## src/frontend_pkg.sv

```systemverilog
`default_nettype none

package frontend_pkg;

  // instruction field positions
  localparam int RD_LSB    = 0;
  localparam int RJ_LSB    = 5;
  localparam int RK_LSB    = 10;
  localparam int REG_W     = 5;
  localparam int OPC17_LSB = 15;
  localparam int OPC10_LSB = 22;
  localparam int OPC6_LSB  = 26;
  localparam int IMM_W     = 26;

  // 17-bit major opcodes, inst[31:15]
  localparam logic [16:0] OPC_ADDW  = 17'h00020;
  localparam logic [16:0] OPC_IDLE  = 17'h00c91;

  // 10-bit major opcodes, inst[31:22]
  localparam logic [9:0]  OPC_ADDIW = 10'h00a;
  localparam logic [9:0]  OPC_LDW   = 10'h0a2;
  localparam logic [9:0]  OPC_STW   = 10'h0a6;

  // branch opcodes are only 6 bits wide, inst[31:26]
  localparam logic [5:0]  OPC_BEQ   = 6'h16;
  localparam logic [5:0]  OPC_BL    = 6'h15;

  typedef enum logic [2:0] {
    OP_ADDW,
    OP_ADDIW,
    OP_LDW,
    OP_STW,
    OP_BEQ,
    OP_BL,
    OP_IDLE,
    OP_INVALID
  } op_e;

  // register 0 means no register
  typedef struct packed {
    logic [REG_W-1:0] r0;
    logic [REG_W-1:0] r1;
    logic [REG_W-1:0] w;
  } reg_info_t;

  // one fetched word with its address
  typedef struct packed {
    logic [31:0] pc;
    logic [31:0] inst;
  } fetch_pkt_t;

  typedef struct packed {
    logic [31:0]      pc;
    logic [31:0]      inst;
    op_e              op;
    reg_info_t        reg_info;
    logic [IMM_W-1:0] imm;
  } decoded_inst_t;

  // strobes and levels coming back from the backend
  typedef struct packed {
    logic        redirect;
    logic [31:0] redirect_target;
    logic        wait_inst;
    logic        int_detect;
    logic [1:0]  issue;
  } backend_ctrl_t;

endpackage

`default_nettype wire

```

## src/fetch_unit.sv

```systemverilog
`timescale 1ns/1ps
`default_nettype none

module fetch_unit #(
  parameter logic [31:0] RESET_PC = 32'h1c00_0000
) (
  input  logic                           clk,
  input  logic                           rst_n,
  input  frontend_pkg::backend_ctrl_t    ctrl_i,
  input  logic [63:0]                    imem_rdata_i,
  input  logic                           write_ready_i,
  output logic                           imem_req_o,
  output logic [31:0]                    imem_addr_o,
  output logic [1:0]                     write_num_o,
  output frontend_pkg::fetch_pkt_t [1:0] write_data_o
);

  logic [31:0] pc_q;
  logic [31:0] req_pc_q;
  logic        inflight_q;
  logic        idle_lock_q;
  logic        fetch_en_q;
  logic        stall;
  logic        odd_start;
  logic [1:0]  lane_valid;
  logic [31:0] line_base;

  // wait blocks fetch, an interrupt releases it
  always_ff @(posedge clk) begin
    if (!rst_n) begin
      idle_lock_q <= 1'b0;
    end else if (ctrl_i.wait_inst && !ctrl_i.int_detect) begin
      idle_lock_q <= 1'b1;
    end else if (ctrl_i.int_detect) begin
      idle_lock_q <= 1'b0;
    end
  end

  // keeps the request quiet in the first cycle out of reset
  always_ff @(posedge clk) begin
    if (!rst_n) begin
      fetch_en_q <= 1'b0;
    end else begin
      fetch_en_q <= 1'b1;
    end
  end

  assign stall       = !fetch_en_q || !write_ready_i || idle_lock_q || ctrl_i.redirect;
  assign imem_req_o  = !stall;
  assign imem_addr_o = {pc_q[31:3], 3'b000};

  // fall-through only, no prediction
  always_ff @(posedge clk) begin
    if (!rst_n) begin
      pc_q <= RESET_PC;
    end else if (ctrl_i.redirect) begin
      pc_q <= ctrl_i.redirect_target;
    end else if (imem_req_o) begin
      pc_q <= {pc_q[31:3] + 29'd1, 3'b000};
    end
  end

  always_ff @(posedge clk) begin
    if (!rst_n) begin
      inflight_q <= 1'b0;
    end else begin
      inflight_q <= imem_req_o;
    end
  end

  // bit 2 of this pc tells whether lane 0 is wanted
  always_ff @(posedge clk) begin
    if (imem_req_o) begin
      req_pc_q <= pc_q;
    end
  end

  assign line_base = {req_pc_q[31:3], 3'b000};
  assign odd_start = req_pc_q[2];

  // a response landing on a redirect is dropped
  assign lane_valid  = {1'b1, !odd_start} & {2{inflight_q && !ctrl_i.redirect}};
  assign write_num_o = {1'b0, lane_valid[0]} + {1'b0, lane_valid[1]};

  // compact: lane 1 moves down when lane 0 is skipped
  assign write_data_o[0].pc   = odd_start ? (line_base | 32'd4) : line_base;
  assign write_data_o[0].inst = odd_start ? imem_rdata_i[63:32] : imem_rdata_i[31:0];
  assign write_data_o[1].pc   = line_base | 32'd4;
  assign write_data_o[1].inst = imem_rdata_i[63:32];

endmodule

`default_nettype wire

```

## src/inst_fifo.sv

```systemverilog
`timescale 1ns/1ps
`default_nettype none

module inst_fifo #(
  parameter int  FIFO_DEPTH = 16,
  parameter type entry_t    = logic [63:0]
) (
  input  logic             clk,
  input  logic             rst_n,
  input  logic             flush_i,
  input  logic [1:0]       write_num_i,
  input  entry_t [1:0]     write_data_i,
  input  logic [1:0]       read_num_i,
  output logic             write_ready_o,
  output logic [1:0]       read_valid_o,
  output entry_t [1:0]     read_data_o
);

  localparam int PTR_W = $clog2(FIFO_DEPTH);

  // room for one request in flight plus the one going out now
  localparam logic [PTR_W:0] READY_LIMIT = (PTR_W + 1)'(FIFO_DEPTH - 4);

  entry_t           mem_q [FIFO_DEPTH];
  logic [PTR_W-1:0] wr_ptr_q;
  logic [PTR_W-1:0] rd_ptr_q;
  logic [PTR_W:0]   count_q;
  logic [PTR_W-1:0] wr_ptr_nxt;
  logic [PTR_W-1:0] rd_ptr_nxt;
  logic             wr_one;
  logic             wr_two;

  // second slot of each port, wraps with the pointer
  assign wr_ptr_nxt = wr_ptr_q + PTR_W'(1);
  assign rd_ptr_nxt = rd_ptr_q + PTR_W'(1);

  assign wr_one = !flush_i && (write_num_i != 2'd0);
  assign wr_two = !flush_i && (write_num_i == 2'd2);

  always_ff @(posedge clk) begin
    if (wr_one) begin
      mem_q[wr_ptr_q] <= write_data_i[0];
    end
    if (wr_two) begin
      mem_q[wr_ptr_nxt] <= write_data_i[1];
    end
  end

  // flush drops everything, including this cycle's writes
  always_ff @(posedge clk) begin
    if (!rst_n || flush_i) begin
      wr_ptr_q <= '0;
      rd_ptr_q <= '0;
      count_q  <= '0;
    end else begin
      wr_ptr_q <= wr_ptr_q + PTR_W'(write_num_i);
      rd_ptr_q <= rd_ptr_q + PTR_W'(read_num_i);
      count_q  <= count_q + (PTR_W + 1)'(write_num_i) - (PTR_W + 1)'(read_num_i);
    end
  end

  assign write_ready_o = (count_q <= READY_LIMIT);

  // head entries, valid bit 1 implies valid bit 0
  assign read_valid_o[0] = (count_q != '0);
  assign read_valid_o[1] = (count_q > (PTR_W + 1)'(1));
  assign read_data_o[0]  = mem_q[rd_ptr_q];
  assign read_data_o[1]  = mem_q[rd_ptr_nxt];

endmodule

`default_nettype wire

```

## src/inst_decoder.sv

```systemverilog
`timescale 1ns/1ps
`default_nettype none

module inst_decoder (
  input  logic [31:0]             inst_i,
  output frontend_pkg::op_e       op_o,
  output frontend_pkg::reg_info_t reg_info_o,
  output logic [25:0]             imm_o
);

  logic [16:0] opc17;
  logic [9:0]  opc10;
  logic [5:0]  opc6;
  logic [4:0]  rk;
  logic [4:0]  rj;
  logic [4:0]  rd;

  assign opc17 = inst_i[frontend_pkg::OPC17_LSB +: 17];
  assign opc10 = inst_i[frontend_pkg::OPC10_LSB +: 10];
  assign opc6  = inst_i[frontend_pkg::OPC6_LSB +: 6];

  assign rk = inst_i[frontend_pkg::RK_LSB +: frontend_pkg::REG_W];
  assign rj = inst_i[frontend_pkg::RJ_LSB +: frontend_pkg::REG_W];
  assign rd = inst_i[frontend_pkg::RD_LSB +: frontend_pkg::REG_W];

  // raw immediate field, the backend picks its own slice
  assign imm_o = inst_i[frontend_pkg::IMM_W-1:0];

  // encodings of the subset do not overlap
  always_comb begin
    if (opc17 == frontend_pkg::OPC_ADDW) begin
      op_o = frontend_pkg::OP_ADDW;
    end else if (opc17 == frontend_pkg::OPC_IDLE) begin
      op_o = frontend_pkg::OP_IDLE;
    end else if (opc10 == frontend_pkg::OPC_ADDIW) begin
      op_o = frontend_pkg::OP_ADDIW;
    end else if (opc10 == frontend_pkg::OPC_LDW) begin
      op_o = frontend_pkg::OP_LDW;
    end else if (opc10 == frontend_pkg::OPC_STW) begin
      op_o = frontend_pkg::OP_STW;
    end else if (opc6 == frontend_pkg::OPC_BEQ) begin
      op_o = frontend_pkg::OP_BEQ;
    end else if (opc6 == frontend_pkg::OPC_BL) begin
      op_o = frontend_pkg::OP_BL;
    end else begin
      op_o = frontend_pkg::OP_INVALID;
    end
  end

  // register selection per class
  always_comb begin
    reg_info_o = '0;
    case (op_o)
      frontend_pkg::OP_ADDW: begin
        reg_info_o.r0 = rk;
        reg_info_o.r1 = rj;
        reg_info_o.w  = rd;
      end
      frontend_pkg::OP_ADDIW, frontend_pkg::OP_LDW: begin
        reg_info_o.r1 = rj;
        reg_info_o.w  = rd;
      end
      // store data and the second compare operand sit in rd
      frontend_pkg::OP_STW, frontend_pkg::OP_BEQ: begin
        reg_info_o.r0 = rd;
        reg_info_o.r1 = rj;
      end
      frontend_pkg::OP_BL: begin
        reg_info_o.w = 5'd1;
      end
      default: begin
        reg_info_o = '0;
      end
    endcase
  end

endmodule

`default_nettype wire

```

## src/issue_stage.sv

```systemverilog
`timescale 1ns/1ps
`default_nettype none

module issue_stage (
  input  logic                              clk,
  input  logic                              rst_n,
  input  frontend_pkg::backend_ctrl_t       ctrl_i,
  input  logic [1:0]                        read_valid_i,
  input  frontend_pkg::fetch_pkt_t [1:0]    read_data_i,
  output logic [1:0]                        read_num_o,
  output logic [1:0]                        inst_valid_o,
  output frontend_pkg::decoded_inst_t [1:0] inst_o
);

  frontend_pkg::op_e                 dec_op  [2];
  frontend_pkg::reg_info_t           dec_reg [2];
  logic [25:0]                       dec_imm [2];
  frontend_pkg::decoded_inst_t [1:0] head_dec;
  logic [1:0]                        head_valid;
  logic [1:0]                        keep;
  logic [1:0]                        valid_q;
  logic [1:0]                        valid_nxt;
  frontend_pkg::decoded_inst_t [1:0] slot_q;
  frontend_pkg::decoded_inst_t [1:0] slot_nxt;

  for (genvar p = 0; p < 2; p++) begin : g_dec
    inst_decoder u_inst_decoder (
      .inst_i     (read_data_i[p].inst),
      .op_o       (dec_op[p]),
      .reg_info_o (dec_reg[p]),
      .imm_o      (dec_imm[p])
    );

    always_comb begin
      head_dec[p].pc       = read_data_i[p].pc;
      head_dec[p].inst     = read_data_i[p].inst;
      head_dec[p].op       = dec_op[p];
      head_dec[p].reg_info = dec_reg[p];
      head_dec[p].imm      = dec_imm[p];
    end
  end

  // nothing is taken from a FIFO that is being flushed
  assign head_valid = read_valid_i & {2{!ctrl_i.redirect}};
  assign keep       = valid_q & ~ctrl_i.issue;

  always_comb begin
    slot_nxt   = slot_q;
    valid_nxt  = 2'b00;
    read_num_o = 2'd0;
    // drop issued slots, slot 1 slides down if slot 0 left
    case (keep)
      2'b11: valid_nxt = 2'b11;
      2'b01: valid_nxt = 2'b01;
      2'b10: begin
        slot_nxt[0] = slot_q[1];
        valid_nxt   = 2'b01;
      end
      default: valid_nxt = 2'b00;
    endcase
    // refill in order from the head
    if (!valid_nxt[0]) begin
      slot_nxt   = head_dec;
      valid_nxt  = head_valid;
      read_num_o = {1'b0, head_valid[0]} + {1'b0, head_valid[1]};
    end else if (!valid_nxt[1] && head_valid[0]) begin
      slot_nxt[1]  = head_dec[0];
      valid_nxt[1] = 1'b1;
      read_num_o   = 2'd1;
    end
  end

  always_ff @(posedge clk) begin
    if (!rst_n || ctrl_i.redirect) begin
      valid_q <= 2'b00;
    end else begin
      valid_q <= valid_nxt;
    end
    slot_q <= slot_nxt;
  end

  assign inst_valid_o = valid_q;
  assign inst_o       = slot_q;

endmodule

`default_nettype wire

```

## src/core_frontend.sv

```systemverilog
`timescale 1ns/1ps
`default_nettype none

module core_frontend #(
  parameter logic [31:0] RESET_PC   = 32'h1c00_0000,
  parameter int          FIFO_DEPTH = 16
) (
  input  logic                              clk,
  input  logic                              rst_n,
  input  frontend_pkg::backend_ctrl_t       ctrl_i,
  input  logic [63:0]                       imem_rdata_i,
  output logic                              imem_req_o,
  output logic [31:0]                       imem_addr_o,
  output logic [1:0]                        inst_valid_o,
  output frontend_pkg::decoded_inst_t [1:0] inst_o
);

  logic                           write_ready;
  logic [1:0]                     write_num;
  frontend_pkg::fetch_pkt_t [1:0] write_data;
  logic [1:0]                     read_valid;
  logic [1:0]                     read_num;
  frontend_pkg::fetch_pkt_t [1:0] read_data;

  fetch_unit #(
    .RESET_PC (RESET_PC)
  ) u_fetch_unit (
    .clk           (clk),
    .rst_n         (rst_n),
    .ctrl_i        (ctrl_i),
    .imem_rdata_i  (imem_rdata_i),
    .write_ready_i (write_ready),
    .imem_req_o    (imem_req_o),
    .imem_addr_o   (imem_addr_o),
    .write_num_o   (write_num),
    .write_data_o  (write_data)
  );

  // redirect flushes the buffered words
  inst_fifo #(
    .FIFO_DEPTH (FIFO_DEPTH),
    .entry_t    (frontend_pkg::fetch_pkt_t)
  ) u_inst_fifo (
    .clk           (clk),
    .rst_n         (rst_n),
    .flush_i       (ctrl_i.redirect),
    .write_num_i   (write_num),
    .write_data_i  (write_data),
    .read_num_i    (read_num),
    .write_ready_o (write_ready),
    .read_valid_o  (read_valid),
    .read_data_o   (read_data)
  );

  issue_stage u_issue_stage (
    .clk          (clk),
    .rst_n        (rst_n),
    .ctrl_i       (ctrl_i),
    .read_valid_i (read_valid),
    .read_data_i  (read_data),
    .read_num_o   (read_num),
    .inst_valid_o (inst_valid_o),
    .inst_o       (inst_o)
  );

endmodule

`default_nettype wire

```

## config.mk

```make
export PLATFORM = sky130hd
export DESIGN_NAME = core_frontend
export DESIGN_NICKNAME = d
export VERILOG_FILES = /design/src/frontend_pkg.sv /design/src/fetch_unit.sv /design/src/inst_fifo.sv /design/src/inst_decoder.sv /design/src/issue_stage.sv /design/src/core_frontend.sv
export SDC_FILE = /design/constraint.sdc
export NUM_CORES = 2
export LEC_CHECK = 0
export BUFFER_PORTS_ARGS = -buffer_cell sky130_fd_sc_hd__buf_4
export CAP_MARGIN = 30
export CORE_MARGIN = 2
export CORE_UTILIZATION = 60
export DETAILED_ROUTE_END_ITERATION = 12
export HOLD_SLACK_MARGIN = 0.06
export PLACE_DENSITY = 0.75
export REMOVE_ABC_BUFFERS = 1
export SLEW_MARGIN = 25
export SYNTH_ARGS = -nofsm -noshare
export SYNTH_HDL_FRONTEND = slang
export SYNTH_HIERARCHICAL = 1
export SYNTH_SLANG_ARGS = --single-unit
```

## constraint.sdc

```tcl
create_clock -name clk -period 43.9 [get_ports clk]
set_input_delay 8.78 -clock clk [delete_from_list [all_inputs] [get_ports clk]]
set_output_delay 8.78 -clock clk [all_outputs]
set_load 0.005 [all_outputs]
```

Yosys cells after proc, flatten, opt, wreduce, memory -nomap -nowiden
Memory sizes are Yosys's and may differ from the RTL's. A register that Yosys moved wholly into a read port is not among the register bits.
Cells that the tools add are included.
W data, S select, Z words.
{"block": "totals", "register_bits": 298, "ramBits": 1024, "mem_count": 1, "elab_cells": 141}
{"block": "classes", "order_cmp": 2, "n_reduce_logical": 29, "n_bitwise": 4, "n_addsub": 9, "eq_ne": 31, "mux": 42}
{"memory": "u_inst_fifo.mem_q", "depth": 16, "word_bits": 64, "read_ports": 2, "rd_ports_with_merged_regs": 1, "wr": 2, "line": "inst_fifo.sv:24", "text": "entry_t mem_q [FIFO_DEPTH];"}
{"operator": "$mux W108", "n": 4}
{"operator": "$mux W32", "n": 3}
{"operator": "$eq A10 B8 Y1 const B", "n": 4}
{"operator": "$pmux W5 S2", "n": 4}
{"operator": "$eq A17 B12 Y1 const B", "n": 2}
{"operator": "$eq A17 B6 Y1 const B", "n": 2}
{"operator": "$mux W3", "n": 11}
{"operator": "$add A29 B1 Y29 const B", "n": 1}
{"operator": "$eq A6 B5 Y1 const B", "n": 4}
{"operator": "$eq A10 B4 Y1 const B", "n": 2}
{"operator": "$eq A3 B2 Y1 const B", "n": 4}
{"operator": "$eq A3 B3 Y1 const B", "n": 4}
{"operator": "$mux W1", "n": 11}
{"operator": "$mux W2", "n": 5}
{"operator": "$mux W5", "n": 2}
{"operator": "$reduce_or A5 Y1", "n": 2}
{"operator": "$add A4 B1 Y4 const B", "n": 2}
{"operator": "$add A4 B2 Y4", "n": 2}
{"operator": "$logic_not A1 Y1", "n": 8}
{"operator": "$and A2 B2 Y2", "n": 3}
{"operator": "$eq A2 B2 Y1 const B", "n": 3}
{"operator": "$eq A3 B1 Y1 const B", "n": 2}
{"operator": "$logic_not A3 Y1", "n": 2}
{"operator": "$reduce_or A2 Y1", "n": 3}
{"operator": "16 further kinds", "n": 27}

Logic depth before layout (Yosys ltp)
An unclocked memory read counts as a cell.
{"block": "logic_depth", "ltp_word": 14, "depth_mapped": 18, "ltp_nobuf": 18}

Modules after synthesis
The synthesis kept the hierarchy.
{"module": "inst_fifo", "cells_per_inst": 3851, "n_inst": 1, "seq_area_each_um2": 31009.7, "area_each_um2": 60356.6}
{"module": "issue_stage", "cells_per_inst": 477, "n_inst": 1, "seq_area_each_um2": 6526.3, "area_each_um2": 9929.5}
{"module": "fetch_unit", "cells_per_inst": 373, "n_inst": 1, "seq_area_each_um2": 1561.5, "area_each_um2": 3733.6}
{"module": "inst_decoder", "cells_per_inst": 86, "n_inst": 2, "seq_area_each_um2": 0.0, "area_each_um2": 601.8}

Worst setup path before layout
No wires, ideal clock.
{"block": "synth_path", "path_kind": "in2reg", "start": "in ctrl_i[36] in the netlist's numbering", "end": "mem u_inst_fifo/mem_q[7][0] in the netlist's numbering, enable pin", "slack_ps": 23599, "setup_ps": 827, "arrival_time_ps": 19475, "stages": 5, "required_ps": 43073, "cell_sequence": "inv_1 -> clkbuf_1 -> and3_1 -> nand2_1 -> a2111oi_0"}
{"item": "start: declaration", "line": "core_frontend.sv:10", "text": "input frontend_pkg::backend_ctrl_t ctrl_i,"}
{"item": "end: declaration", "line": "inst_fifo.sv:24"}

Worst setup path after layout
{"block": "layout_path", "start": "in ctrl_i[36] in the netlist's numbering", "end": "out imem_req_o"}
{"block": "layout_between", "elab_chain_len": 2}
{"item": "$logic_or A1 B1 Y1", "line": "fetch_unit.sv:48", "text": "assign stall = !fetch_en_q || !write_ready_i || idle_lock_q || ctrl_i.redirect;"}
{"item": "$logic_not A1 Y1", "line": "fetch_unit.sv:49", "text": "assign imem_req_o = !stall;"}
{"item": "end: declaration", "line": "core_frontend.sv:12", "text": "output logic imem_req_o,"}
No other way between the ends.

==> flow_summary.ini <==
[finish]
instances_no_fill = 6599
area_delta_synth_final_pct = 9.24
fin_nets = 4976
drive_gt1_share_pct = 47.4
postLayoutCellArea_um2 = 82200

[timing]
clock_skew_ps = 26.2
fmax_mhz = 55.2
worst_slew_pin_slew_ps = 1100
finalCriticalPeriod_ps = 18120
rsz0062_at_grt = false
setup_tns_ps = 0
slew_headroom_pct = 26.4
hold_viol = 0
period_share_pct = 41.3
setup_viol = 0
slew_viol_final = 0

[pwr]
powerDensity_nw_per_um2 = 51.4
power_leakage_nw = 28.1
ir_worst_vdd_uv = 51.0

[logic_synthesis]
yosys_warnings = 6
yosys.area_share.adder_pct = 0.373
synthMuxAreaShare_pct = 34.8
ys_types = 76
synth-simple-area-share_pct = 2.22
synth_xor_area_share_pct = 0.373
yosysMostFrequentCell = edfxtp_1
synth_top_area_share_pct = 50.7
ys_ff_latch = 1318
synth_ff_type = edfxtp_1
synth-edff-count = 1270
synth_top_area_cell = edfxtp_1
synth_area_leaders = edfxtp_1 (51%), mux2_2 (17%), mux4_2 (11%), mux2i_1 (3.5%), mux2_4 (3.0%)
synth_top_family_by_area = multiplexers
synthArstFlopShare_pct = 0
ys_seq_area_share_pct = 52.0
synthCells = 4873
synth_compound_area_share_pct = 4.97
syn_area_um2 = 75200
avgSynthCellArea_um2 = 15.4
synthTopCellsByCount = edfxtp_1 (1,270), mux2_2 (1,113), mux4_2 (384), mux2i_1 (260), clkbuf_1 (240)

[global_routing]
grt_pass1_vias = 46000
grt-ovfl-total = 0
antenna_found_initial = 9
grt_pass1_wl_um = 312000
groute.usage.overall_pct = 33.7
grt_max_degree = 119

[setup_path]
crit_path_end_kind = primary output
reg2reg_slack_ps = 37780
crit_family = buffers and inverters
crit_slowest_cell = buf_4
critical_path.max_stage_delay_ps = 330
crit_buf_inv = 2
arrival_ps = 9340
critPathKind = primary input to primary output
cp_max_fo = 33
cpMostUsedCell = buf_4
path_cells = buf_4 > nor2_4 > buf_4
required_ps = 35120
crit_path_start_kind = primary input

[run]
maxCapViolCount = 0

[routing]
dr.pass1.iters = 5
ant_nets = 0
wl_um = 216000
via_count = 46200
vias_per_cell = 7.00
wl_per_cell_um = 32.8
drt-initial-drc-count = 6060
drcViolationCount = 0

[cts]
insertion_delay_ps = 780
cts_max_level = 4
clk_pin_slew_ps = 50
cts_max_path_buffers = 3
ctsHoldBuffers = 0
cts_made_buffers = 146
clock-root-buffer = clkbuf_16
post_cts_buffers = 0
cts_tree = built
cts_sinks = 1318
ctsResizeCount = 0

[floorplan]
die_h_um = 358
ioPinCount = 354
initial_core_util_pct = 60.6
fp.dieW_um = 358
rows = 129
core-area_um2 = 124000
die_area_um2 = 128000

[placed_design]
dp.cells = 6339
portBuffers = 348
placed_area_um2 = 77700
dpl.hpwl_um = 120000
gp_congestion = 0.825

[hold_path]
hold_path_class = register to register

[status]
status = completed
==> cells in the final DEF, fill, tap and decap left out, types with 7 or more instances in the layout <==
cell / instances
buf_12: 8
ha_1: 15
nand3_1: 18
o21ai_0: 92
o21ai_4: 7
a221oi_1: 128
o21ai_1: 8
nand2_1: 115
mux2_4: 150
nor2b_1: 25
nand4_1: 15
a221o_1: 64
mux2i_1: 260
conb_1: 8
dfxtp_1: 44
mux2_1: 10
inv_1: 143
mux4_2: 384
and3_1: 10
a21oi_1: 38
a22oi_1: 66
clkbuf_1: 41
nor2_1: 31
xnor2_1: 12
mux2_2: 1113
buf_4: 434
and2_1: 14
clkbuf_16: 157
a21boi_1: 8
clkinv_2: 12
clkinv_1: 37
edfxtp_1: 1270
o22ai_1: 64
xor2_1: 20
nand2_4: 11
==> metrics by stage <==
step	total power [mW]	hold WS [ps]	setup slack, ps	util [%]
global placement	3.05	418	25780	62.5
detailed placement	3.07	434	25780	62.6
CTS	4.23	448	25780	66.1
floorplan	3.40	408	13880	-
global route	4.39	461	25730	66.2
finish	4.22	442	25780	66.2
==> power breakdown <==
group / internal, mW / total (mW) / switching, mW
logic: 0.763 / 1.43 / 0.666
registers: 1.55 / 1.63 / 0.0841
clock network: 0.664 / 1.16 / 0.497
total: 2.97 / 4.22 / 1.25
==> worst paths after layout <==
check	from	end	depth (start not counted)
setup / recovery	ctrl_i[36]	imem_req_o	3
hold / removal	u_fetch_unit/pc_q[2]$_SDFFE_PN0P_	u_fetch_unit/req_pc_q[2]$_DFFE_PP_	0
setup reg to reg	u_inst_fifo/rd_ptr_q[0]$_SDFF_PP0_	u_issue_stage/inst_o[148]$_DFFE_PP_	13
hold reg to reg	u_fetch_unit/pc_q[2]$_SDFFE_PN0P_	u_fetch_unit/req_pc_q[2]$_DFFE_PP_	0
==> routing by layer <==
metal	part of all wire (%)	vias up	global-route usage (%)
met5	0.011	-	0
met4	3.6	4	12.1
met3	12	497	6.59
met2	47	2945	53.6
met1	38	23400	46.5
li1	-	19300	-
==> final cells by class <==
type / instances / area [um2]
Antenna cell: 2 / 5.00
Clock buffer: 198 / 4080
Clock inverter: 57 / 334
Fill cell: 8579 / 41900
Inverter: 144 / 543
Multi-Input combinational cell: 2794 / 32500
Sequential cell: 1318 / 39100
Tap cell: 1637 / 2050
Timing Repair Buffer: 449 / 3550
==> worst reg2reg max path: stages, from the launching register on <==
cell     delay, ps
dfxtp_4        760
buf_4          820
buf_12         740
buf_4          710
mux4_2         590
inv_1           80
o22ai_1         80
a221o_1        440
nor4_1         490
nand3_2        210
o211a_1        280
a31oi_2        270
a21oi_1        100
mux2_2         290
==> kinds of logic (layout without fill, tap and decap cells) <==
family,Yosys count,count (layout)
muxes,1917,1917
DFF,1318,1318
buffers and inverters,767,848
AOI/OAI and AO/OA,506,506
and+or+nand+nor,311,311
xor gates and xnor gates,32,32
adders and majority gates,20,20
other,2,10
==> sequential cells by signal, indices dropped and copies added, names as in the netlist <==
name and count:
u_inst_fifo/rd_ptr_q 4, u_inst_fifo/wr_ptr_q 4, u_fetch_unit/inflight_q 1, u_fetch_unit/idle_lock_q 1
u_fetch_unit/req_pc_q 30, u_issue_stage/inst_valid_o 2, u_issue_stage/inst_o 216, u_fetch_unit/fetch_en_q 1
u_inst_fifo/mem_q 1024, u_inst_fifo/count_q 5, u_fetch_unit/pc_q 30
(Power assumes the default switching activity.)
